## config.mk

```make
export PLATFORM = sky130hd
export DESIGN_NAME = mem_addr_gen
export DESIGN_NICKNAME = d
export VERILOG_FILES = /design/src/design/mem_pkg.sv /design/src/design/mem_addr_gen.sv
export SDC_FILE = /design/constraint.sdc
export NUM_CORES = 1
export LEC_CHECK = 0
export BUFFER_PORTS_ARGS = -buffer_cell sky130_fd_sc_hd__buf_2
export CAP_MARGIN = 20
export CORE_MARGIN = 10
export CORE_UTILIZATION = 30
export DETAILED_ROUTE_END_ITERATION = 16
export PLACE_DENSITY = 0.68
export SKIP_LAST_GASP = 1
export SLEW_MARGIN = 20
export SYNTH_ARGS = -nofsm -noshare
export SYNTH_HDL_FRONTEND = slang
export SYNTH_SLANG_ARGS = --single-unit
```

## constraint.sdc

```tcl
create_clock -name vclk -period 3.3
set_clock_uncertainty 0.05 [all_clocks]
set_input_delay 0.495 -clock vclk [all_inputs]
set_output_delay 0.495 -clock vclk [all_outputs]
set_load 0.05 [all_outputs]
```

## src/design/mem_pkg.sv

```systemverilog
`default_nettype none

package mem_pkg;

    // data and address width
    localparam int xlen = 32;

    // access width codes, code 3 behaves as word
    localparam logic [1:0] width_byte = 2'd0;
    localparam logic [1:0] width_half = 2'd1;
    localparam logic [1:0] width_word = 2'd2;

    // exception code as carried down the pipe
    typedef logic [6:0] exp_t;

    localparam exp_t exc_none = 7'h00;
    // misaligned load/store
    localparam exp_t exc_ale  = 7'h09;

    // request held between address generation and cache access
    typedef struct packed {
        logic [4:0]      rd;
        logic [xlen-1:0] addr;
        logic [3:0]      be;
        logic [xlen-1:0] wdata;
        logic            write;
        logic [1:0]      width;
        logic            sign;
        exp_t            exp;
        // cache is to be used
        logic            access;
    } req_rec_t;

    // result handed to writeback
    typedef struct packed {
        logic [4:0]      rd;
        logic [xlen-1:0] data;
        exp_t            exp;
    } wb_rec_t;

endpackage

`default_nettype wire

```

## src/design/mem_addr_gen.sv

```systemverilog
`timescale 1ns/1ps
`default_nettype none

module mem_addr_gen
    import mem_pkg::*;
(
    input  wire logic [4:0]      in_rd,
    input  wire logic [xlen-1:0] in_base,
    input  wire logic [xlen-1:0] in_imm,
    input  wire logic [xlen-1:0] in_store_data,
    input  wire logic            in_write,
    input  wire logic [1:0]      in_width,
    input  wire logic            in_sign,
    input  wire exp_t            in_exp,
    output logic [xlen-1:0]      addr,
    output logic [3:0]           be,
    output logic [xlen-1:0]      wdata,
    output logic                 access,
    output exp_t                 exp_out,
    output logic [4:0]           rd_out
);

    logic misaligned;

    // effective address
    assign addr = in_base + in_imm;

    // half needs bit 0 clear, word (and code 3) needs both low bits clear
    always_comb begin
        case (in_width)
            width_byte: misaligned = 1'b0;
            width_half: misaligned = addr[0];
            default:    misaligned = |addr[1:0];
        endcase
    end

    // byte enables and store lane replication
    always_comb begin
        case (in_width)
            width_byte: begin
                be    = 4'b0001 << addr[1:0];
                wdata = {4{in_store_data[7:0]}};
            end
            width_half: begin
                be    = addr[1] ? 4'b1100 : 4'b0011;
                wdata = {2{in_store_data[15:0]}};
            end
            default: begin
                be    = 4'b1111;
                wdata = in_store_data;
            end
        endcase
    end

    // earlier exception wins over alignment fault
    assign exp_out = (in_exp != exc_none) ? in_exp :
                     misaligned           ? exc_ale : exc_none;

    // only clean requests reach the cache
    assign access = (exp_out == exc_none);

    // stores write no register
    assign rd_out = in_write ? 5'd0 : in_rd;

endmodule

`default_nettype wire

```

==> run summary, run 1 <==
status - finished, violations left
failing checks - negative setup slack
Buf/Inv on CP - 3
detailed placement HPWL - 8960 um
critical path class - in2out
P&R area growth vs syn - 76.9%
Post-synth top cells - 34 x nand2_1, 31 x ha_1, 29 x a21oi_1, 21 x nor2_1, 21 x o21ai_0
TNS Setup - -0.584 ns
antenna violations before repair - 0
most frequent cell after synthesis - nand2_1
register area share after synthesis - 0
Max stage delay cell, worst path - a211o_4
Cell Chain, Critical Path - buf_6 -> ha_4 -> fa_2 -> a21o_1 -> a221oi_4 -> nor4_2 -> a221o_1 -> a211o_4 -> buf_4 -> a41oi_2 -> xnor2_2 -> buf_6
CP endpoint kind - output port
drt initial violations - 69
CP max FO - 4
Max-cap violations - 0
Placeable Area - 7180 sq um
maximum vdd drop - 0.000205 V
largest net degree at the start of global routing - 31
Syn Area/Cell - 7.05 sq um
Post-Syn Nets - 456
vias in the first global route - 3376
Largest stage delay, worst path - 0.37 ns
Hold/Removal Path Class - in2out
Initial Utilization - 0.306
Routed Antenna Nets - 0
Remaining DRCs - 0
Hold Vio Cnt, Final - 0
Period minus WS final - 3.53 ns
via density per instance - 5.00
Synth top area share - 0.176
Final Max Slew Viols - 0
antenna diode count - 0
Syn. warnings - 0
wire per inst - 16.1 um
Final period util - 1.07
first drt pass iteration count - 4
chip width - 106 um
largest cells by area after synthesis - ha_1 18%, mux2_2 8.2%, xnor2_1 7.6%, a21oi_1 6.6%, nand2_1 5.8%
num sequential - 0
share of cells above drive strength 1 - 0.553
post-synth top area cell - ha_1
Final nets - 685
die height - 106 um
Startpoint Class - input port
Final WS setup - -0.228 ns
Final Setup Violations - 3
I/O pins - 193
synthesized instance count - 312
RSZ-0062 raised after global routing - yes
Crit path top cell by count - buf_6
die area - 11200 sq um
worst endpoint required time - 2.75 ns
Netlist cell types - 48
Crit path max-delay family - compound AO/OA/AOI/OAI gates
# rows - 31
register area - 0 sq um
gpl congestion - 0.877
Slew headroom - 0.502
crit path DAT - 2.98 ns
Pleak - 2.04 nW
final instance area - 3890 sq um
Vias - 3189
dpl cell area - 3660 sq um
Synth Cell Area - 2200 sq um
Slew @ Worst Pin - 0.745 ns
P per Cell Area - 328 nW/um^2
highest clock rate - 283 MHz
total global routing overflow - 0
final wirelength - 10300 um
total track usage - 0.166
number of clock buffers in the layout - 0
port buffer count - 192
first-pass GRT wire length - 16100 um
-- repair_timing --
action                                  CTS  global route
setup buffers                             5             3
pin swaps                                14            10
hold buffers                              0             0
gates resized for setup                  23            23
endpoints found under the setup margin   13            16
-- worst paths after layout --
| kind | startpoint | end | slack [ns] | cells after the start |
|---|---|---|---|---|
| hold / removal | in_exp[2] | exp_out[2] | 1.25 | 2 |
| setup / recovery | in_imm[0] | addr[30] | -0.23 | 12 |
-- area by class of cell --
| type | instances | area (sq um) |
|---|---|---|
| fillers | 716 | 3290 |
| inverters | 6 | 22.5 |
| multi-input cells | 283 | 2270 |
| well taps | 99 | 124 |
| repair buffers | 250 | 1470 |
-- layer usage --
metal  track usage  vias to the layer above  share of wire
met5             0                        -              0
met4       0.00870                        0         0.0059
met3        0.0402                        8          0.081
met2         0.328                      137           0.51
met1         0.180                     1439           0.40
li1              -                     1605              -
-- logic make-up after synthesis --
family | count (synthesis) | synth area share
AND/OR/NAND/NOR | 93 | 0.198
XOR/XNOR | 30 | 0.120
AO/OA/AOI/OAI | 104 | 0.315
buffers and inverters | 29 | 0.0632
adder cells (fa/ha/maj) | 32 | 0.186
multiplexers | 24 | 0.118
-- report_power, final --
group / total, mW / internal, mW / leakage [nW] / switching [mW]
logic: 1.28 / 0.445 / 2.04 / 0.831
registers: 0 / 0 / 0 / 0
clock network: 0 / 0 / 0 / 0
total: 1.28 / 0.445 / 2.04 / 0.831
-- placed cells by master (no fill, tap or decap), drive strengths merged, types with 3 or more instances in the layout --
cell type	instances
mux2	16
ha	31
nor3	6
o21a	7
xnor2	19
o31ai	3
a31oi	5
inv	6
o21bai	6
nor2b	8
or2	3
nand2	34
a21o	11
mux2i	8
nand3	6
xor2	11
a21oi	29
a211o	4
o21ai	21
clkbuf	4
nor2	21
and3	4
buf	246
-- stage by stage --
step | utilization | power (mW) | worst slack [ns] | cells | hold slack [ns]
final | 0.542 | 1.28 | -0.228 | 638 | 1.25
after CTS | 0.529 | 1.25 | -0.326 | 636 | 1.25
after global routing | 0.542 | 1.36 | -0.293 | 638 | 1.25
after floorplan | - | 0.850 | -0.175 | 312 | 1.11
after detailed placement | 0.510 | 1.20 | -0.452 | 631 | 1.25
after global placement | 0.510 | 1.19 | -0.392 | 631 | 1.25
(Power assumes the default switching activity.)
==> inputs of run 2 (changes only) <==
--- a/config.mk
+++ b/config.mk
@@ -10,7 +10,7 @@
 export CORE_MARGIN = 10
 export CORE_UTILIZATION = 30
 export DETAILED_ROUTE_END_ITERATION = 16
-export PLACE_DENSITY = 0.68
+export PLACE_DENSITY = 0.65
 export SKIP_LAST_GASP = 1
 export SLEW_MARGIN = 20
 export SYNTH_ARGS = -nofsm -noshare
==> constraint.sdc (replaced) <==
create_clock -name vclk -period 3.5
set_clock_uncertainty 0.05 [all_clocks]
set_input_delay 0.525 -clock vclk [all_inputs]
set_output_delay 0.525 -clock vclk [all_outputs]
set_load 0.05 [all_outputs]
==> run summary, run 2 (synthesis results as in run 1) <==
Period minus WS final - 3.62 ns
RSZ-0062 raised after global routing - yes
first drt pass iteration count - 4 (unchanged)
largest net degree at the start of global routing - 29 (-6.5%)
failing checks - negative setup slack
detailed placement HPWL - 8890 um (-0.80%)
num sequential - 0 (unchanged)
gpl congestion - 0.897 (+2.2%)
chip width - 106 um (unchanged)
highest clock rate - 276 MHz
Final WS setup - -0.118 ns (+0.109 ns)
post-layout util - 0.508 (-0.0345)
antenna diode count - 0 (unchanged)
Hold/Removal Path Class - in2out
I/O pins - 193 (unchanged)
Final Max Slew Viols - 0 (unchanged)
antenna violations before repair - 0 (unchanged)
Placeable Area - 7180 sq um (unchanged)
register area - 0 sq um (unchanged)
P&R area growth vs syn - 65.7%
Place WS - -0.362 ns (+0.0901 ns)
die area - 11200 sq um (unchanged)
CP max FO - 4 (unchanged)
hold_buf cts - 0 (unchanged)
port buffer count - 192 (unchanged)
number of clock buffers in the layout - 0 (unchanged)
total global routing overflow - 0 (unchanged)
Pleak - 1.91 nW (-6.3%)
hold path depth - 2 (unchanged)
Max-cap violations - 0 (unchanged)
Crit path max-delay family - compound AO/OA/AOI/OAI gates
Routed Antenna Nets - 0 (unchanged)
Max stage delay cell, worst path - a211o_4
total power - 1.14 mW (-11%)
die height - 106 um (unchanged)
Layout Cells excl Fill - 619 (-3.0%)
final wirelength - 10000 um (-2.1%)
Initial Utilization - 0.306 (unchanged)
wire per inst - 16.2 um (+0.87%)
total track usage - 0.159 (-0.00676)
share of cells above drive strength 1 - 0.515 (-0.0375)
Slew headroom - 0.632 (+0.131)
vias in the first global route - 3143 (-6.9%)
Cell Chain, Critical Path - buf_6 -> ha_4 -> fa_2 -> a21o_1 -> a221oi_2 -> nor4_2 -> a221o_1 -> a211o_4 -> a41oi_4 -> xnor2_4 -> buf_4
CP endpoint kind - output port
critical path depth - 11 (-1)
critical path class - in2out
Final nets - 666 (-2.8%)
commonest non-fill, non-tap cell in the layout - buf_2
worst endpoint required time - 2.92 ns (+0.17 ns)
drt initial violations - 85 (+23%)
Slew @ Worst Pin - 0.549 ns (-0.196 ns)
# rows - 31 (unchanged)
via density per instance - 5.03 (+0.61%)
Largest stage delay, worst path - 0.38 ns (about the same)
dpl cells - 614 (-2.7%)
Final period util - 1.03
Hold Vio Cnt, Final - 0 (unchanged)
first-pass GRT wire length - 15300 um (-5.0%)
P per Cell Area - 313 nW/um^2 (-4.4%)
TNS Setup - -0.233 ns (+0.350 ns)
crit path DAT - 3.04 ns (+0.06 ns)
Vias - 3113 (-2.4%)
status - finished, violations left
Final Setup Violations - 2 (-1)
Remaining DRCs - 0 (unchanged)
Startpoint Class - input port
maximum vdd drop - 0.000205 V (+0.20%)
most frequent cells in the layout - 183 x buf_2, 42 x buf_4, 34 x nand2_1
Buf/Inv on CP - 2 (-1)
run 2: cell count changes in the layout (fill, tap and decap cells not counted), sizes merged:
| cell | change |
|---|---|
| clkbuf | -3 |
| buf | -16 |
run 2: repair_timing:
item                       4_1_cts  5_1_grt
pin swaps                        7       13
setup endpoints to repair        8       13
gates resized for setup         17        8
setup buffers                    3        2
run 2: worst paths after layout:
kind | startpoint | end | slack (ns)
min | in_exp[4] | exp_out[4] | 1.31
max | in_imm[0] | addr[30] | -0.12
run 2: power breakdown:
group | switching (mW) | internal [mW] | leakage [nW]
registers | 0 | 0 | 0
logic | 0.767 | 0.375 | 1.91
clock network | 0 | 0 | 0
total | 0.767 | 0.375 | 1.91
run 2: final cells by class:
type	instances	area [sq um]
fill	722	3530
multi-input combinational	283	2200
timing repair buffer	231	1290
tap	99	124
inverter	6	22.5
run 2: metrics by stage:
stage,cell area [sq um],hold slack (ns)
after global placement,3500,1.30
after global routing,3640,1.31
after floorplan,2270,1.17
after detailed placement,3500,1.31
after CTS,3600,1.31
final,3640,1.31
run 2: per-layer routing:
| layer | global-route usage | vias to the layer above | part of all wire |
|---|---|---|---|
| met2 | 0.300 | 141 | 0.50 |
| met5 | 0 | - | 0 |
| met4 | 0.00580 | 0 | 0.0027 |
| met3 | 0.0420 | 2 | 0.088 |
| li1 | - | 1565 | - |
| met1 | 0.184 | 1405 | 0.41 |
