==> src/design/mem_pkg.sv <==
`default_nettype none

package mem_pkg;

    // data and address width
    localparam int xlen = 32;

    // access width codes, code 3 behaves as word
    localparam logic [1:0] width_byte = 2'd0;
    localparam logic [1:0] width_half = 2'd1;
    localparam logic [1:0] width_word = 2'd2;

    // exception code as carried down the pipe
    typedef logic [6:0] exp_t;

    localparam exp_t exc_none = 7'h00;
    // misaligned load/store
    localparam exp_t exc_ale  = 7'h09;

    // request held between address generation and cache access
    typedef struct packed {
        logic [4:0]      rd;
        logic [xlen-1:0] addr;
        logic [3:0]      be;
        logic [xlen-1:0] wdata;
        logic            write;
        logic [1:0]      width;
        logic            sign;
        exp_t            exp;
        // cache is to be used
        logic            access;
    } req_rec_t;

    // result handed to writeback
    typedef struct packed {
        logic [4:0]      rd;
        logic [xlen-1:0] data;
        exp_t            exp;
    } wb_rec_t;

endpackage

`default_nettype wire

==> src/design/mem_resp_stage.sv <==
`timescale 1ns/1ps
`default_nettype none

module mem_resp_stage
    import mem_pkg::*;
(
    input  wire logic            req_valid,
    input  wire logic            access,
    input  wire logic            write,
    input  wire logic [1:0]      width,
    input  wire logic            sign,
    input  wire logic [1:0]      addr_low,
    input  wire logic [4:0]      rd,
    input  wire exp_t            exp,
    input  wire logic            data_valid,
    input  wire logic [xlen-1:0] rdata,
    output logic                 stall,
    output logic [4:0]           wb_rd,
    output logic [xlen-1:0]      wb_data,
    output exp_t                 wb_exp
);

    logic [7:0]      byte_sel;
    logic [15:0]     half_sel;
    logic [xlen-1:0] load_data;
    logic            is_load;

    // hold the pipe until the cache answers
    assign stall = req_valid && access && !data_valid;

    // addressed lane from the fetched word
    assign byte_sel = rdata[{addr_low, 3'b000} +: 8];
    assign half_sel = addr_low[1] ? rdata[31:16] : rdata[15:0];

    // sign or zero extension per width
    always_comb begin
        case (width)
            width_byte: begin
                load_data = {{(xlen-8){sign & byte_sel[7]}}, byte_sel};
            end
            width_half: begin
                load_data = {{(xlen-16){sign & half_sel[15]}}, half_sel};
            end
            default: begin
                load_data = rdata;
            end
        endcase
    end

    // only a clean load returns data
    assign is_load = req_valid && !write && (exp == exc_none);

    // stores and faults write back zero
    assign wb_data = is_load ? load_data : '0;
    // no destination without a request
    assign wb_rd   = req_valid ? rd : 5'd0;
    assign wb_exp  = req_valid ? exp : exc_none;

endmodule

`default_nettype wire

==> config.mk <==
export PLATFORM = sky130hd
export DESIGN_NAME = mem_resp_stage
export DESIGN_NICKNAME = d
export VERILOG_FILES = /design/src/design/mem_pkg.sv /design/src/design/mem_resp_stage.sv
export SDC_FILE = /design/constraint.sdc
export NUM_CORES = 1
export LEC_CHECK = 0
export ABC_CLOCK_PERIOD_IN_PS = 1900
export BUFFER_PORTS_ARGS = -buffer_cell sky130_fd_sc_hd__buf_2
export CORE_MARGIN = 1.5
export CORE_UTILIZATION = 34
export DETAILED_ROUTE_END_ITERATION = 6
export PLACE_DENSITY = 0.81
export SLEW_MARGIN = 40
export SYNTH_ARGS = -nofsm -noshare
export SYNTH_HDL_FRONTEND = slang
export SYNTH_SLANG_ARGS = --single-unit
==> constraint.sdc <==
create_clock -name vclk -period 1.9
set_clock_uncertainty 0.2 [all_clocks]
set_input_delay 0.38 -clock vclk [all_inputs]
set_output_delay 0.38 -clock vclk [all_outputs]
set_load 0.02 [all_outputs]
==> reports/metrics.sh, run 1 <==
GLOBAL_ROUTE.PEAK_USAGE_LAYER='met2'
GRT_START_MAX_NET_PINS=17
GRT_UTIL_MET3=0.0186
CP_DATA_REQUIRED_TIME_NS=1.32
DR_TOTAL_VIAS=1531
COMB_POWER_SHARE=1.000
TIMING.FINAL.CRIT_SHARE=1.16
YS_SEQ_AREA_FRAC=0
WIRELENGTH_PER_CELL_UM=16.1
FINALCRITICALPERIOD_NS=2.20
INITIAL_ANTENNA_VIOLATION_COUNT=0
VIOLATIONS_IN_THE_FINAL_REPORTS='negative setup slack'
CLOCKPOWERSHARE=0
AREAL_POWER_DENSITY_OVER_THE_CELLS_nW_PER_UM2=180
GRT-OVFL-TOTAL=0
DRCVIOLATIONCOUNT=0
TIMING.MAX_CAP.VIOLATIONS=0
SETUP_VIOLATIONS=32
NFLOPSANDLATCHES=0
POST_DRT_VIA_CELL_RATIO=5.53
PLACEMENT.SETUP.WORST_SLACK_NS=-0.389
POSTROUTEANTENNANETS=0
DIEAREA_SQ_UM=3110
CRITICAL_PATH.ENDPOINT_TYPE='primary output'
CLKBUF_COUNT=0
CP_SLOWEST_CELL='sky130_fd_sc_hd__mux4_2'
FINISH.UTILIZATION=0.758
GRT_SETUP_UNREPAIRED='true'
GRT_PASS1_WL_UM=6610
FRACTION_OF_FINAL_LAYOUT_CELLS_WITH_DRIVE_STRENGTH_GREATER_THAN_1=0.684
SWSHARE=0.510
MET1_USAGE=0.298
SLEW_VIOLATIONS=0
CRIT_PATH_MAX_FANOUT=7
YOSYSUNIQUECELLTYPES=26
DETAILEDROUTE.FIRSTITERATIONVIOLATIONS=55
SYN-CELL-AREA_SQ_UM=947
TIMING_WORST_SLEW_PIN_VALUE_NS=0.293
SYNTHESIS.AREA_PER_INSTANCE_SQ_UM=6.86
POWER_REPORT.INTERNAL_TOTAL_mW=0.172
CRITICAL_PATH_ARRIVAL_NS=1.62
DIE-HEIGHT_UM=55.8
FLOORPLAN.ROWS=18
OUTCOME='finished with violations'
GROUTE.USAGE.OVERALL=0.255
YOSYSWARNINGS=0
FINALNETCOUNT=302
CRIT_CHAIN='buf_8 -> mux4_2 -> a31oi_4 -> buf_12 -> a221oi_2 -> buf_4'
DESIGN.CORE.AREA_SQ_UM=2570
CLOCK.FMAX_GHz=0.454
HOLD_CLASS='primary input to primary output'
LEAKAGE_nW=0.957
FINAL_CRITICAL_PATH_SETUP_SLACK_NS=-0.303
CTS_HOLD_BUFFERS=0
MAPPEDNETLISTNETS=191
CRITPATHKIND='primary input to primary output'
AREA_DELTA_SYNTH_FINAL_PCT=106
TIMING.FINAL.HOLD_VIOLATIONS=0
DIEWIDTH_UM=55.8
MULTIINPUTGATEAREA_SQ_UM=1040
FILLERINSTANCES=192
PORT_BUFFERS=98
IR_WORST_VDD_mV=0.148
GLOBALROUTEMET2UTIL=0.495
DRT-PASS1-ITER-COUNT=4
MAX-SLEW-MARGIN-REL=0.805
START_KIND='primary input'
GP_ROUTABILITY_CONGESTION=0.834
ROUTED_WL_UM=4470
POSTSYNTHCELLCOUNT=138
INITIAL_CORE_UTILIZATION=0.369
SEQPWRFRAC=0
TOP_LEVEL_PORTS=98
SEQ_AREA_SQ_UM=0
POST-DP-HPWL_UM=2930
HOLDWS_NS=0.808
ANTENNADIODECOUNT=0
GRT_PASS1_VIAS=1472
SLOWEST_DELAY_NS=0.53
NETSWITCHINGPOWER_mW=0.179
## cells by family (layout without fill, tap and decap cells)
kind of cell	Yosys count	count (layout)	share of synthesized area
compound gates	27	27	0.240
buf+inv	23	132	0.108
simple gates	71	71	0.433
mux	17	17	0.218
## critical path, delay by kind of cell
family	cells	cell delay, ns
buffers and inverters	3	0.42
multiplexers	1	0.53
AO/OA/AOI/OAI	2	0.29
## through the flow
step / instance area, sq um / TNS, ns / cells / power, mW
after floorplan: 1070 / -5.87 / 138 / 0.179
after global placement: 1710 / -8.41 / 274 / 0.308
after detailed placement: 1710 / -9.23 / 274 / 0.315
after CTS: 1850 / -6.91 / 277 / 0.329
after global routing: 1950 / -8.23 / 277 / 0.374
final: 1950 / -7.01 / 277 / 0.351
## layer usage
metal  wire, um  vias up  share of wire
met2       2400       85           0.54
met1       1660      712           0.37
met5          0        -              0
met4         86        0          0.019
met3        323       10          0.072
li1           -      724              -
## layout make-up
cell class	instances	share of cell area
well taps	30	0.0193
multi-input cells	115	0.533
inverters	10	0.0193
repair buffers	122	0.429
## cells in the mapped netlist (2+ instances only)
cell type,number,area [sq um]
sky130_fd_sc_hd__a221oi_1,8,70.1
sky130_fd_sc_hd__buf_6,2,22.5
sky130_fd_sc_hd__nand2_1,9,33.8
sky130_fd_sc_hd__nor3b_1,2,15.0
sky130_fd_sc_hd__nor2b_1,16,100
sky130_fd_sc_hd__a22oi_1,7,52.6
sky130_fd_sc_hd__and2_1,12,75.1
sky130_fd_sc_hd__nand2b_1,2,12.5
sky130_fd_sc_hd__clkbuf_1,10,37.5
sky130_fd_sc_hd__nand3b_1,7,52.6
sky130_fd_sc_hd__inv_1,10,37.5
sky130_fd_sc_hd__nor3_1,18,90.1
sky130_fd_sc_hd__a21oi_1,7,35.0
sky130_fd_sc_hd__nor2_1,2,7.51
sky130_fd_sc_hd__mux2_2,15,169
## worst paths after layout
path	from	to	slack, ns	depth (start not counted)
max	addr_low[1]	wb_data[14]	-0.30	6
min	data_valid	stall	0.81	3
## timing repair
action,4_1_cts,5_1_grt
gates resized for setup,25,24
pin swaps,4,6
setup buffers,2,0
endpoints found under the setup margin,32,32
cloned,2,0
hold endpoints to repair,0,0
## power by group through the flow
stage | combinational (mW) | sequential (mW) | clock, mW
floorplan | 0.179 | 0 | 0
global placement | 0.308 | 0 | 0
detailed placement | 0.315 | 0 | 0
CTS | 0.329 | 0 | 0
global route | 0.374 | 0 | 0
finish | 0.351 | 0 | 0
## layout by cell type, fill, tap and decap left out, types with 5 or more instances in the layout
cell / synthesis / layout
sky130_fd_sc_hd__nor3_1: 18 / 9
sky130_fd_sc_hd__buf_6: 2 / 7
sky130_fd_sc_hd__nor2b_1: 16 / 16
sky130_fd_sc_hd__a22oi_1: 7 / 5
sky130_fd_sc_hd__nor3_2: 0 / 6
sky130_fd_sc_hd__buf_2: 1 / 80
sky130_fd_sc_hd__a221oi_2: 0 / 7
sky130_fd_sc_hd__mux2_2: 15 / 14
sky130_fd_sc_hd__buf_4: 0 / 28
sky130_fd_sc_hd__inv_1: 10 / 10
sky130_fd_sc_hd__nand3b_1: 7 / 7
sky130_fd_sc_hd__nand2_1: 9 / 9
sky130_fd_sc_hd__and2_1: 12 / 12
(Power assumes the default switching activity.)
==> run 2, diff against run 1 <==
Settings changed: ABC_CLOCK_PERIOD_IN_PS 1900 to 2490, CORE_UTILIZATION 34 to 38, PLACE_DENSITY 0.81 to 0.86.
Clock period 1.9 ns to 2.49 ns, I/O delays scaled along.
==> run 2 against run 1 <==
  * The flow still finishes with violations (negative setup slack)
  * Worst hold slack improved by 0.24 ns
  * Via count down 8.8%
  * Die area fell by 10%
  * Critical path type unchanged
  * Critical endpoint is now wb_data[27]
  * Highest routed layer is now met3
==> reports/metrics.sh, run 2 (synthesis results as in run 1) <==
SETUP_VIOLATIONS=2
DP_CELLS=267
HOLD_CLASS='primary input to primary output'
DRT-PASS1-ITER-COUNT=4
SEQPWRFRAC=0
DRCVIOLATIONCOUNT=0
FINALPOWER_mW=0.231
CRITICAL_PATH.MOST_COMMON_CELL='sky130_fd_sc_hd__buf_6'
CP_DATA_REQUIRED_TIME_NS=1.79
TOP_LEVEL_PORTS=98
TIMING_WORST_SLEW_PIN_VALUE_NS=0.367
CLOCKPOWERSHARE=0
ROUTED_WL_UM=3530
GROUTE.USAGE.OVERALL=0.237
POWER_REPORT.INTERNAL_TOTAL_mW=0.117
SWSHARE=0.492
PORT_BUFFERS=98
STDCELL_COUNT=269
CP_SLOWEST_CELL='sky130_fd_sc_hd__a221oi_4'
TIMING.FINAL.HOLD_VIOLATIONS=0
HOLDWS_NS=1.05
AREAL_POWER_DENSITY_OVER_THE_CELLS_nW_PER_UM2=138
GRT_PASS1_VIAS=1216
DIEWIDTH_UM=52.9
CRITICAL_PATH.ENDPOINT_TYPE='primary output'
FINALNETCOUNT=296
CRITPATHKIND='primary input to primary output'
FRACTION_OF_FINAL_LAYOUT_CELLS_WITH_DRIVE_STRENGTH_GREATER_THAN_1=0.598
WIRELENGTH_PER_CELL_UM=13.1
GRT_PASS1_WL_UM=5150
MET2WIRELENGTH_UM=1850
DETAILEDROUTE.FIRSTITERATIONVIOLATIONS=13
FINAL_CRITICAL_PATH_SETUP_SLACK_NS=-0.00406
CRIT_CHAIN='buf_8 -> buf_6 -> mux2_4 -> a221oi_4 -> buf_6 -> nor3_1 -> buf_2'
ANTENNADIODECOUNT=0
CRITICAL_PATH_ARRIVAL_NS=1.80
FINALCRITICALPERIOD_NS=2.49
TIMING.FINAL.CRIT_SHARE=1.00
GRT_START_MAX_NET_PINS=25
LAYOUT_COMMONEST_CELL='sky130_fd_sc_hd__buf_2'
POSTROUTEANTENNANETS=0
GRT-OVFL-TOTAL=0
WIRELENGTH_MET1_UM=1470
AREA_DELTA_SYNTH_FINAL_PCT=77.3
LEAKAGE_nW=0.867
SLEW_VIOLATIONS=0
DIE-HEIGHT_UM=52.9
IR_WORST_VDD_mV=0.128
DIEAREA_SQ_UM=2800
DR_TOTAL_VIAS=1396
DESIGN.CORE.AREA_SQ_UM=2280
CLOCK.FMAX_GHz=0.401
TIMING.CRITICAL_PATH.TO='wb_data[27]'
CRIT_PATH_MAX_FANOUT=7
STARTPOINT='addr_low[1]'
FINAL.SETUP.TNS_NS=-0.00766
MAX-SLEW-MARGIN-REL=0.755
ROUTE.MET3.WL_UM=215
NETSWITCHINGPOWER_mW=0.114
POST_DRT_VIA_CELL_RATIO=5.19
GRT_SETUP_UNREPAIRED='true'
NFLOPSANDLATCHES=0
POST-DP-HPWL_UM=2700
INITIAL_ANTENNA_VIOLATION_COUNT=0
TIMING.MAX_CAP.VIOLATIONS=0
MOSTFREQUENTLAYOUTCELLS='sky130_fd_sc_hd__buf_2 (89), sky130_fd_sc_hd__buf_4 (17), sky130_fd_sc_hd__nor2b_1 (16), sky130_fd_sc_hd__mux2_2 (14), sky130_fd_sc_hd__and2_1 (12)'
FLOORPLAN.ROWS=17
START_KIND='primary input'
VIOLATIONS_IN_THE_FINAL_REPORTS='negative setup slack'
SLOWEST_DELAY_NS=0.35
TOP_ROUTING_LAYER_USED='met3'
FILLERINSTANCES=202
COMB_POWER_SHARE=1.000
SEQ_AREA_SQ_UM=0
OUTCOME='finished with violations'
INITIAL_CORE_UTILIZATION=0.416
CLKBUF_COUNT=0
GP_ROUTABILITY_CONGESTION=0.768
[run 2: worst min path at each step]
| stage | from | endpoint | slack, ns | cells past startpoint |
|---|---|---|---|---|
| floorplan | data_valid | stall | 0.88 | 1 |
| finish | data_valid | stall | 1.05 | 3 |
| global placement | data_valid | stall | 1.04 | 3 |
| global route | data_valid | stall | 1.05 | 3 |
| CTS | data_valid | stall | 1.05 | 3 |
| detailed placement | data_valid | stall | 1.05 | 3 |
[run 2: layout make-up]
| type | count | area, sq um | share of cell area |
|---|---|---|---|
| Inverter | 10 | 37.5 | 0.0224 |
| Multi-Input combinational cell | 115 | 908 | 0.541 |
| Tap cell | 28 | 35.0 | 0.0209 |
| Timing Repair Buffer | 116 | 698 | 0.416 |
[run 2: power groups by stage]
stage / Clock [mW] / Combinational [mW] / Sequential (mW)
final: 0 / 0.231 / 0
after global routing: 0 / 0.249 / 0
after CTS: 0 / 0.217 / 0
after detailed placement: 0 / 0.210 / 0
after global placement: 0 / 0.208 / 0
after floorplan: 0 / 0.121 / 0
[run 2: per-stage QoR]
| stage | worst slack (ns) | utilization | cell area, sq um |
|---|---|---|---|
| final | -0.00406 | 0.738 | 1680 |
| after global routing | -0.0555 | 0.738 | 1680 |
| after CTS | -0.0185 | 0.683 | 1560 |
| after detailed placement | -0.0597 | 0.671 | 1530 |
| after global placement | -0.0431 | 0.671 | 1530 |
| after floorplan | 0.0485 | - | 947 |
[run 2: worst max-delay path, delay by kind of cell]
| family | cells | cell delay, ns |
|---|---|---|
| AO/OA/AOI/OAI | 1 | 0.35 |
| buffers and inverters | 4 | 0.57 |
| multiplexers | 1 | 0.31 |
| AND/OR/NAND/NOR | 1 | 0.06 |
[run 2: what timing repair did]
item / in CTS / in global routing
pin swaps: 1 / 6
endpoints found under the setup margin: 21 / 19
setup buffers: 2 / 0
hold buffers: 0 / 0
resized for setup: 0 / 31
endpoints found under the hold margin: 0 / 0
[run 2: routing by layer]
metal | up-vias | track usage
li1 | 707 | -
met1 | 628 | 0.300
met2 | 61 | 0.446
met3 | 0 | 0.0198
met4 | 0 | 0.0171
met5 | - | 0
==> run 3, diff against run 2 <==
Settings changed: BUFFER_PORTS_ARGS -buffer_cell sky130_fd_sc_hd__buf_2 to not set, CORE_MARGIN 1.5 to 4, CORE_UTILIZATION 38 to 55, DONT_BUFFER_PORTS set to 1, MAX_ROUTING_LAYER set to met4, PLACE_DENSITY 0.86 to 0.7.
==> run 3 against run 2 <==
  * The run now ends clean
  * Routed wire length fell by 15%
  * Via count fell by 21%
  * Power fell by 48%
  * Combinational power fell by 48%
  * Sequential cell count did not move
  * Design area fell by 30%
  * Global-route usage fell by 0.67 points
  * Cell count fell by 35%
  * Non-clock buffer count fell by 82
  * Clock-buffer cell count did not move
==> reports/metrics.sh, run 3 (synthesis results as in run 1) <==
DR_TOTAL_VIAS=1106
GRT_PASS1_WL_UM=4610
DIE-HEIGHT_UM=49.5
IR_WORST_VDD_mV=0.0931
POST_CTS.REPAIR.SETUP_BUFFERS=0
FINALCRITICALPERIOD_NS=2.41
DP_CELLS=175
FINAL.SETUP.TNS_NS=0
TOP_LEVEL_PORTS=98
GRT_SETUP_UNREPAIRED='false'
DIEWIDTH_UM=49.5
FINAL_CRITICAL_PATH_SETUP_SLACK_NS=0.0840
GP_ROUTABILITY_CONGESTION=0.821
DETAILED_PLACE.AREA_SQ_UM=1170
CP_DATA_REQUIRED_TIME_NS=1.79
NFLOPSANDLATCHES=0
STDCELL_COUNT=175
INITIAL_ANTENNA_VIOLATION_COUNT=0
GROUTE.USAGE.OVERALL=0.230
START_KIND='primary input'
GRT-OVFL-TOTAL=0
WORST_HOLD_PATH_CELL_COUNT=1
FLOORPLAN.ROWS=14
OUTCOME='complete, no violations'
FINALPOWER_mW=0.120
PLACEMENT.SETUP.WORST_SLACK_NS=0.0970
CTS_HOLD_BUFFERS=0
DRT-PASS1-ITER-COUNT=4
SLEW_VIOLATIONS=0
TIMING_WORST_SLEW_PIN_VALUE_NS=0.466
POST-DP-HPWL_UM=2300
POST_DRT_VIA_CELL_RATIO=6.32
GRT_PASS1_VIAS=1045
POST_CTS_RESIZED=0
ANTENNADIODECOUNT=0
WIRELENGTH_PER_CELL_UM=17.2
FRACTION_OF_FINAL_LAYOUT_CELLS_WITH_DRIVE_STRENGTH_GREATER_THAN_1=0.340
SWSHARE=0.488
CLKBUF_COUNT=0
AREA_DELTA_SYNTH_FINAL_PCT=23.5
INITIAL_CORE_UTILIZATION=0.608
CRITICAL_PATH_ARRIVAL_NS=1.71
LAYOUT_COMMONEST_CELL='sky130_fd_sc_hd__buf_4'
TIMING.FINAL.CRIT_SHARE=0.966
MAX-SLEW-MARGIN-REL=0.688
AREAL_POWER_DENSITY_OVER_THE_CELLS_nW_PER_UM2=103
ROUTED_WL_UM=3010
CLOCKPOWERSHARE=0
CRITPATHKIND='primary input to primary output'
FINALNETCOUNT=214
LEAKAGE_nW=0.487
PORT_BUFFERS=0
MOSTFREQUENTLAYOUTCELLS='sky130_fd_sc_hd__buf_4 (33), sky130_fd_sc_hd__nor3_1 (18), sky130_fd_sc_hd__nor2b_1 (16), sky130_fd_sc_hd__mux2_2 (15), sky130_fd_sc_hd__and2_1 (12)'
SEQPWRFRAC=0
POWER_REPORT.INTERNAL_TOTAL_mW=0.0616
CLOCK.FMAX_GHz=0.416
CRITICAL_PATH.ENDPOINT_TYPE='primary output'
POSTROUTEANTENNANETS=0
DRCVIOLATIONCOUNT=0
TIMING.FINAL.HOLD_VIOLATIONS=0
CRIT_PATH_MAX_FANOUT=19
HOLD_CLASS='primary input to primary output'
DETAILEDROUTE.FIRSTITERATIONVIOLATIONS=7
DIEAREA_SQ_UM=2450
SETUP_VIOLATIONS=0
GRT_START_MAX_NET_PINS=45
LAYOUT.CELL_AREA.NON_FILLER_SQ_UM=1170
SEQ_AREA_SQ_UM=0
NETSWITCHINGPOWER_mW=0.0588
COMB_POWER_SHARE=1.000
DESIGN.CORE.AREA_SQ_UM=1560
HOLDWS_NS=0.883
TIMING.MAX_CAP.VIOLATIONS=0
FINISH.UTILIZATION=0.750
[run 3: area by class of cell]
| cell class | count | area (sq um) |
|---|---|---|
| Fill cell | 130 | 389 |
| Multi-Input combinational cell | 115 | 845 |
| Tap cell | 16 | 20.0 |
| Inverter | 10 | 37.5 |
| Timing Repair Buffer | 34 | 268 |
[run 3: path summary, 6_finish.rpt]
path,startpoint,endpoint
hold / removal,data_valid,stall
setup / recovery,addr_low[1],wb_data[11]
[run 3: per-layer routing]
layer | global-route usage | share of wire | vias up
met5 | - | 0 | -
met4 | 0 | 0 | 0
met3 | 0.0331 | 0.088 | 0
met2 | 0.444 | 0.50 | 52
met1 | 0.265 | 0.41 | 507
li1 | - | - | 547
[run 3: worst max-delay path, stage by stage]
cell                       delay, ns
sky130_fd_sc_hd__mux4_2         0.51
sky130_fd_sc_hd__a31oi_4        0.37
sky130_fd_sc_hd__a221oi_1       0.14
sky130_fd_sc_hd__buf_4          0.18
[run 3: power groups by stage]
stage,combinational [mW],clock [mW],sequential (mW)
5_1_grt,0.130,0,0
4_1_cts,0.120,0,0
3_5_place_dp,0.120,0,0
6_report,0.120,0,0
2_1_floorplan,0.121,0,0
3_3_place_gp,0.117,0,0
